**config.mk**
```make
export PLATFORM = sky130hd
export DESIGN_NAME = decode_stage
export DESIGN_NICKNAME = d
export VERILOG_FILES = /design/src/rv_pkg.sv /design/src/decode_stage.sv
export SDC_FILE = /design/constraint.sdc
export NUM_CORES = 1
export LEC_CHECK = 0
export BUFFER_PORTS_ARGS = -buffer_cell sky130_fd_sc_hd__buf_4
export CAP_MARGIN = 20
export CORE_AREA = 2 2 230 232
export DETAILED_ROUTE_END_ITERATION = 12
export DIE_AREA = 0 0 232 234
export SLEW_MARGIN = 20
export SYNTH_ARGS = -nofsm -noshare
export SYNTH_HDL_FRONTEND = slang
export SYNTH_SLANG_ARGS = --single-unit
```
**constraint.sdc**
```tcl
create_clock -name clk -period 7.6 [get_ports clk]
set_input_delay 1.14 -clock clk [delete_from_list [all_inputs] [get_ports clk]]
set_output_delay 1.14 -clock clk [all_outputs]
set_load 0.01 [all_outputs]
```
**src/rv_pkg.sv**
```systemverilog
package rv_pkg;

	localparam int xlen = 64;
	localparam int dmem_words = 64;
	localparam int dmem_aw = $clog2(dmem_words); // doubleword index bits

	// rv64i major opcodes
	localparam logic [6:0] op_op        = 7'b011_0011;
	localparam logic [6:0] op_op_32     = 7'b011_1011;
	localparam logic [6:0] op_op_imm    = 7'b001_0011;
	localparam logic [6:0] op_op_imm_32 = 7'b001_1011;
	localparam logic [6:0] op_load      = 7'b000_0011;
	localparam logic [6:0] op_store     = 7'b010_0011;
	localparam logic [6:0] op_branch    = 7'b110_0011;
	localparam logic [6:0] op_jal       = 7'b110_1111;
	localparam logic [6:0] op_jalr      = 7'b110_0111;
	localparam logic [6:0] op_lui       = 7'b011_0111;
	localparam logic [6:0] op_auipc     = 7'b001_0111;

	typedef enum logic [4:0] {
		alu_add     = 5'd0,
		alu_addw    = 5'd1,
		alu_sll     = 5'd2,
		alu_sllw    = 5'd3,
		alu_sra     = 5'd4,
		alu_sraw    = 5'd5,
		alu_srl     = 5'd6,
		alu_srlw    = 5'd7,
		alu_and     = 5'd8,
		alu_or      = 5'd9,
		alu_xor     = 5'd10,
		alu_slt     = 5'd11,
		alu_sltu    = 5'd12,
		alu_eq      = 5'd13,
		alu_ne      = 5'd14,
		alu_ge      = 5'd15,
		alu_geu     = 5'd16,
		alu_sub     = 5'd17,
		alu_subw    = 5'd18,
		alu_illegal = 5'h1f // result forced to zero
	} alu_op_t;

	typedef struct packed {
		logic [6:0] funct7;
		logic [4:0] rs2;
		logic [4:0] rs1;
		logic [2:0] funct3;
		logic [4:0] rd;
		logic [6:0] opcode;
	} r_fmt_t;

	typedef struct packed {
		logic [11:0] imm;
		logic [4:0]  rs1;
		logic [2:0]  funct3;
		logic [4:0]  rd;
		logic [6:0]  opcode;
	} i_fmt_t;

	typedef struct packed {
		logic [6:0] imm_hi;
		logic [4:0] rs2;
		logic [4:0] rs1;
		logic [2:0] funct3;
		logic [4:0] imm_lo;
		logic [6:0] opcode;
	} s_fmt_t;

	typedef struct packed {
		logic       imm_12;
		logic [5:0] imm_10_5;
		logic [4:0] rs2;
		logic [4:0] rs1;
		logic [2:0] funct3;
		logic [3:0] imm_4_1;
		logic       imm_11;
		logic [6:0] opcode;
	} b_fmt_t;

	typedef struct packed {
		logic [19:0] imm; // bits 31:12
		logic [4:0]  rd;
		logic [6:0]  opcode;
	} u_fmt_t;

	typedef struct packed {
		logic       imm_20;
		logic [9:0] imm_10_1;
		logic       imm_11;
		logic [7:0] imm_19_12;
		logic [4:0] rd;
		logic [6:0] opcode;
	} j_fmt_t;

	typedef union packed {
		r_fmt_t r_fmt;
		i_fmt_t i_fmt;
		s_fmt_t s_fmt;
		b_fmt_t b_fmt;
		u_fmt_t u_fmt;
		j_fmt_t j_fmt;
	} insn_t;

	typedef enum logic [1:0] {
		src1_reg  = 2'd0,
		src1_zero = 2'd1,
		src1_pc   = 2'd2
	} src1_sel_t;

	typedef enum logic [1:0] {
		src2_reg  = 2'd0,
		src2_imm  = 2'd1,
		src2_four = 2'd2
	} src2_sel_t;

	typedef struct packed {
		src1_sel_t  src1_sel;
		src2_sel_t  src2_sel;
		alu_op_t    alu_op;
		logic       branch;
		logic       jalr;
		logic       mem_write;
		logic       mem_read;
		logic       reg_write;
		logic [2:0] funct3; // branch condition
	} dec_ctrl_t;

	typedef struct packed {
		logic [xlen-1:0] pc;
		logic [4:0]      rs1;
		logic [4:0]      rs2;
		logic [4:0]      rd;
		logic [xlen-1:0] rs1_data;
		logic [xlen-1:0] rs2_data;
		logic [xlen-1:0] imm;
		dec_ctrl_t       ctrl;
	} id_ex_t;

	typedef struct packed {
		logic [xlen-1:0] pc;
		logic [4:0]      rd;
		logic [xlen-1:0] result; // alu result or memory address
		logic [xlen-1:0] store_data;
		logic            mem_read;
		logic            mem_write;
		logic            reg_write;
	} ex_wb_t;

	typedef struct packed {
		logic [xlen-1:0] pc;
		logic [4:0]      rd;
		logic [xlen-1:0] data;
		logic            we;
	} retire_t;

endpackage

```
**src/decode_stage.sv**
```systemverilog
`timescale 1ns/1ns

module decode_stage
	import rv_pkg::*;
(
	input  logic            clk,
	input  logic            reset,
	input  logic            if_valid,
	input  logic [xlen-1:0] if_pc,
	input  insn_t           if_insn,
	input  logic [xlen-1:0] rs1_data,
	input  logic [xlen-1:0] rs2_data,
	output logic [4:0]      rs1_addr,
	output logic [4:0]      rs2_addr,
	output logic            bubble,
	output logic            jump,
	output logic [xlen-1:0] jump_target,
	output logic            id_valid,
	output id_ex_t          id_ex
);

	logic [6:0]      opcode;
	logic [2:0]      funct3;
	logic            alt; // instruction bit 30
	logic [xlen-1:0] imm_i;
	logic [xlen-1:0] imm_s;
	logic [xlen-1:0] imm_b;
	logic [xlen-1:0] imm_u;
	logic [xlen-1:0] imm_j;
	logic [xlen-1:0] imm;
	dec_ctrl_t       ctrl;
	alu_op_t         alu_op;

	assign opcode   = if_insn.r_fmt.opcode;
	assign funct3   = if_insn.r_fmt.funct3;
	assign alt      = if_insn.r_fmt.funct7[5];
	assign rs1_addr = if_insn.r_fmt.rs1;
	assign rs2_addr = if_insn.r_fmt.rs2;

	assign imm_i = {{(xlen-12){if_insn.i_fmt.imm[11]}}, if_insn.i_fmt.imm};
	assign imm_s = {{(xlen-12){if_insn.s_fmt.imm_hi[6]}}, if_insn.s_fmt.imm_hi,
		if_insn.s_fmt.imm_lo};
	assign imm_b = {{(xlen-13){if_insn.b_fmt.imm_12}}, if_insn.b_fmt.imm_12,
		if_insn.b_fmt.imm_11, if_insn.b_fmt.imm_10_5, if_insn.b_fmt.imm_4_1, 1'b0};
	assign imm_u = {{(xlen-32){if_insn.u_fmt.imm[19]}}, if_insn.u_fmt.imm, 12'b0};
	assign imm_j = {{(xlen-21){if_insn.j_fmt.imm_20}}, if_insn.j_fmt.imm_20,
		if_insn.j_fmt.imm_19_12, if_insn.j_fmt.imm_11, if_insn.j_fmt.imm_10_1, 1'b0};

	// any jump or branch kills the word fetched behind it
	assign bubble      = if_valid && (opcode == op_jal || opcode == op_jalr ||
		opcode == op_branch);
	assign jump        = if_valid && opcode == op_jal;
	assign jump_target = if_pc + imm_j;

	always_comb begin
		ctrl           = '0;
		ctrl.src1_sel  = src1_reg;
		ctrl.src2_sel  = src2_reg;
		ctrl.alu_op    = alu_op;
		ctrl.funct3    = funct3;
		imm            = imm_i;
		case (opcode)
			op_op, op_op_32: begin
				ctrl.reg_write = 1'b1;
			end
			op_op_imm, op_op_imm_32: begin
				ctrl.src2_sel  = src2_imm;
				ctrl.reg_write = 1'b1;
			end
			op_load: begin
				ctrl.src2_sel  = src2_imm;
				ctrl.mem_read  = (funct3 == 3'b011); // ld only
				ctrl.reg_write = (funct3 == 3'b011);
			end
			op_store: begin
				ctrl.src2_sel  = src2_imm;
				ctrl.mem_write = (funct3 == 3'b011); // sd only
				imm            = imm_s;
			end
			op_branch: begin
				ctrl.branch = 1'b1;
				imm         = imm_b;
			end
			op_jal: begin
				ctrl.src1_sel  = src1_pc; // link value pc+4
				ctrl.src2_sel  = src2_four;
				ctrl.reg_write = 1'b1;
				imm            = imm_j;
			end
			op_jalr: begin
				ctrl.src1_sel  = src1_pc;
				ctrl.src2_sel  = src2_four;
				ctrl.jalr      = 1'b1;
				ctrl.reg_write = 1'b1;
			end
			op_lui: begin
				ctrl.src1_sel  = src1_zero;
				ctrl.src2_sel  = src2_imm;
				ctrl.reg_write = 1'b1;
				imm            = imm_u;
			end
			op_auipc: begin
				ctrl.src1_sel  = src1_pc;
				ctrl.src2_sel  = src2_imm;
				ctrl.reg_write = 1'b1;
				imm            = imm_u;
			end
			default: ctrl.alu_op = alu_illegal; // retires as a no-op
		endcase
	end

	always_comb begin
		alu_op = alu_add; // address and link arithmetic
		case (opcode)
			op_op: begin
				case (funct3)
					3'b000:  alu_op = alt ? alu_sub : alu_add;
					3'b001:  alu_op = alu_sll;
					3'b010:  alu_op = alu_slt;
					3'b011:  alu_op = alu_sltu;
					3'b100:  alu_op = alu_xor;
					3'b101:  alu_op = alt ? alu_sra : alu_srl;
					3'b110:  alu_op = alu_or;
					default: alu_op = alu_and;
				endcase
			end
			op_op_32: begin
				case (funct3)
					3'b000:  alu_op = alt ? alu_subw : alu_addw;
					3'b001:  alu_op = alu_sllw;
					3'b101:  alu_op = alt ? alu_sraw : alu_srlw;
					default: alu_op = alu_illegal;
				endcase
			end
			op_op_imm: begin
				case (funct3)
					3'b000:  alu_op = alu_add;
					3'b001:  alu_op = alu_sll;
					3'b010:  alu_op = alu_slt;
					3'b011:  alu_op = alu_sltu;
					3'b100:  alu_op = alu_xor;
					3'b101:  alu_op = alt ? alu_sra : alu_srl;
					3'b110:  alu_op = alu_or;
					default: alu_op = alu_and;
				endcase
			end
			op_op_imm_32: begin
				case (funct3)
					3'b000:  alu_op = alu_addw;
					3'b001:  alu_op = alu_sllw;
					3'b101:  alu_op = alt ? alu_sraw : alu_srlw;
					default: alu_op = alu_illegal;
				endcase
			end
			op_branch: begin
				case (funct3)
					3'b000:  alu_op = alu_eq;
					3'b001:  alu_op = alu_ne;
					3'b100:  alu_op = alu_slt;
					3'b101:  alu_op = alu_ge;
					3'b110:  alu_op = alu_sltu;
					3'b111:  alu_op = alu_geu;
					default: alu_op = alu_illegal;
				endcase
			end
			default: alu_op = alu_add;
		endcase
	end

	always_ff @(posedge clk) begin
		if (reset)
			id_valid <= 1'b0;
		else
			id_valid <= if_valid;
	end

	always_ff @(posedge clk) begin
		id_ex.pc       <= if_pc;
		id_ex.rs1      <= rs1_addr;
		id_ex.rs2      <= rs2_addr;
		id_ex.rd       <= if_insn.r_fmt.rd;
		id_ex.rs1_data <= rs1_data;
		id_ex.rs2_data <= rs2_data;
		id_ex.imm      <= imm;
		id_ex.ctrl     <= ctrl;
	end

endmodule

```
==> impl_metrics.csv <==
group,metric,value,unit
critical_path,worstPathArrival,4540,ps
power_and_ir_drop,p_clk_frac,0.407,
die,initial_utilization,0.191,
sta,finalMaxSlewViolations,0,
yosys,yosysSeqAreaShare,0.518,
yosys,synthFlopType,"dfxtp_1",
route,vias_per_cell,4.24,
clock_network,cts_tree,"yes",
critical_path,critPathTopFamily,"compound AO/OA/AOI/OAI gates",
critical_path,required,6460,ps
sta,tightest_slew,1090,ps
critical_path,cpPeakStageDelay,650,ps
die,die_x,232,um
clock_network,clk_pin_slew_worst_paths,60,ps
yosys,yosysWarnings,0,
placement,hpwl,36500,um
yosys,synth_cells,981,
grt,grt_pass1_wl,59400,um
route,drt_first_pass_iters,6,
layout,final_common_cell,"buf_4",
power_and_ir_drop,power_density,245,mW/mm2
grt,antenna_found_initial,7,
clock_network,cts_setup_buffers,0,
power_and_ir_drop,p_sw,1.09,mW
yosys,avgSynthCellArea,10.1,um2
sta,setup_violations,0,
critical_path,start_kind,"input pin",
layout,layout_common_cells,"592 x buf_4, 256 x dfxtp_1, 76 x a21oi_1",
power_and_ir_drop,p_sw_frac,0.281,
die,row_count,84,
grt,grt_pass1_vias,9169,
power_and_ir_drop,leakage,7.49,nW
sta,hold_slack,646,ps
grt,grt_max_degree,47,
clock_network,holdBufCountCts,0,
die,die_h,234,um
grt,grt_usage,0.147,
sta,relSlewSlack,0.270,
power_and_ir_drop,peakVddDrop,0.240,mV
clock_network,cts.path.max_buffers,3,
power_and_ir_drop,seq_power_share,0.371,
route,post-route-drc-count,0,
die,dieArea,0.0543,mm2
critical_path,slowest_stage,"a31oi_1",
clock_network,cts_buffers,30,
yosys,syn-num-nets,1271,
critical_path,crit_chain,"buf_4 -> ha_1 -> a21o_1 -> a21o_1 -> a21oi_1 -> o21a_1 -> nor2_1 -> a31oi_1 -> nor2b_1 -> o31ai_1 -> xor2_1 -> buf_4",
yosys,synth_compound_area_frac,0.179,
grt,grt-ovfl-total,0,
sta,rsz0062_at_grt,"false",
layout,drive_gt1_frac,0.429,
route,ant_nets,0,
critical_path,crit_path_end_kind,"output port",
yosys,synth_top_family_by_area,"compound AO/OA/AOI/OAI gates",
yosys,synth_cell_type_count,66,
route,initialDrtViolationCount,635,
die,io_pins,592,
clock_network,ctsResizeCount,0,
status,status,"completed",
critical_path,crit_buf_inv,2,
sta,hold_viol,0,
power_and_ir_drop,p_int,2.80,mW
route,routedWlPerCell,19.5,um
layout,area_delta_synth_final,59.9,%
yosys,synth_edf_count,0,
critical_path,worstSetupPathType,"in -> out",
critical_path,cp_max_fo,46,
yosys,ys_seq_elements,257,
sta,finalSetupTns,0,ps
die,core,0.0520,mm2
route,wirelength,43600,um
clock_network,cts_root_buf,"clkbuf_16",
sta,fmaxAchievable,0.176,GHz
placement,place.gp.congestion,0.908,
yosys,synth_fa_ha_area_frac,0.0801,
flow_run,cap_viol_max_count,0,
worst_hold_path,hold_path.class,"in -> reg",
placement,io_buffers,591,
yosys,synthArstFlopShare,0,
power_and_ir_drop,combPwrFrac,0.222,
yosys,muxShareOfSynthArea,0.00214,
yosys,synthesis.area,0.00994,mm2
sta,min_period,5680,ps
clock_network,cts.sink_count,257,
sta,period_share,0.748,
layout,nets,1812,
yosys,yosys.area_share.simple,0.113,
route,vias,9485,
yosys,synth_xor_area_frac,0.0529,
clock_network,h-tree-depth,1,
final cells by class:
cell class              instances  area, um2
fillers                      5393      36100
flip-flops and latches        257       5150
repair buffers                592       4440
multi-input cells             624       4250
well taps                     688        861
clock buffers                  38        841
clock inverters                18        284
inverters                      17       63.8
diodes                          3       7.51
state kept, by name, indices dropped and copies added (netlist names):
register,flops
id_ex,256
id_valid,1
synthesized netlist by cell type, types with 3 or more instances:
master,count,share of area
o31ai_1,6,0.0045
nand2_1,71,0.027
o311ai_0,3,0.0026
nand2b_1,5,0.0031
ha_1,62,0.078
dfxtp_1,257,0.52
and2_1,12,0.0076
o21a_1,11,0.0083
nand3b_1,3,0.0023
a21o_1,50,0.038
a211oi_1,8,0.0060
nand3_1,24,0.012
inv_1,17,0.0064
o211ai_1,7,0.0053
a221oi_1,4,0.0035
a211o_1,3,0.0026
o21bai_1,9,0.0068
nor2_1,59,0.022
o21ai_1,3,0.0015
nor3_1,10,0.0050
xor2_1,20,0.018
xnor2_1,40,0.035
buf_4,43,0.032
nor2b_1,13,0.0082
a21boi_0,4,0.0030
a21oi_1,76,0.038
a31oi_1,5,0.0031
clkbuf_1,37,0.014
o21ai_0,43,0.022
nand4_1,24,0.015
nor4_1,4,0.0025
and3_1,4,0.0025
path summary, 6_finish.rpt:
| kind | startpoint | end | slack [ps] | cells past startpoint |
|---|---|---|---|---|
| max | if_insn[31] | jump_target[62] | 1920 | 12 |
| min | rs2_data[40] | id_ex[121] | 650 | 1 |
metal layers:
layer  wire (um)  vias up  track usage
met5          13        -            0
met2       20700      447        0.247
met1       17700     4451        0.180
li1            -     4516            -
met4        1190        2       0.0423
met3        4000       69       0.0484
power groups by stage:
stage          logic [mW]  clock network [mW]  registers [mW]
6_report            0.865                1.58            1.44
5_1_grt             0.935                1.69            1.45
4_1_cts             0.872                1.64            1.44
3_5_place_dp        0.867                   0            1.47
3_3_place_gp        0.869                   0            1.47
2_1_floorplan       0.366                   0            1.51
metrics by stage:
| stage | instances | setup WS (ps) | util | instance area [um2] | power [mW] |
|---|---|---|---|---|---|
| CTS | 2234 | 1920 | 0.305 | 15900 | 3.96 |
| finish | 2237 | 1920 | 0.306 | 15900 | 3.89 |
| floorplan | 981 | 2740 | - | 9940 | 1.87 |
| global route | 2237 | 1680 | 0.306 | 15900 | 4.07 |
| detailed placement | 2178 | 1970 | 0.284 | 14800 | 2.34 |
| global placement | 2178 | 1930 | 0.284 | 14800 | 2.34 |
cell families after synthesis:
logic type	after synthesis
and+or+nand+nor	236
muxes	2
adders and majority gates	63
DFF	257
buffers and inverters	100
AOI/OAI and AO/OA	263
xor gates and xnor gates	60
No activity file was read; power rests on OpenSTA's default activity.
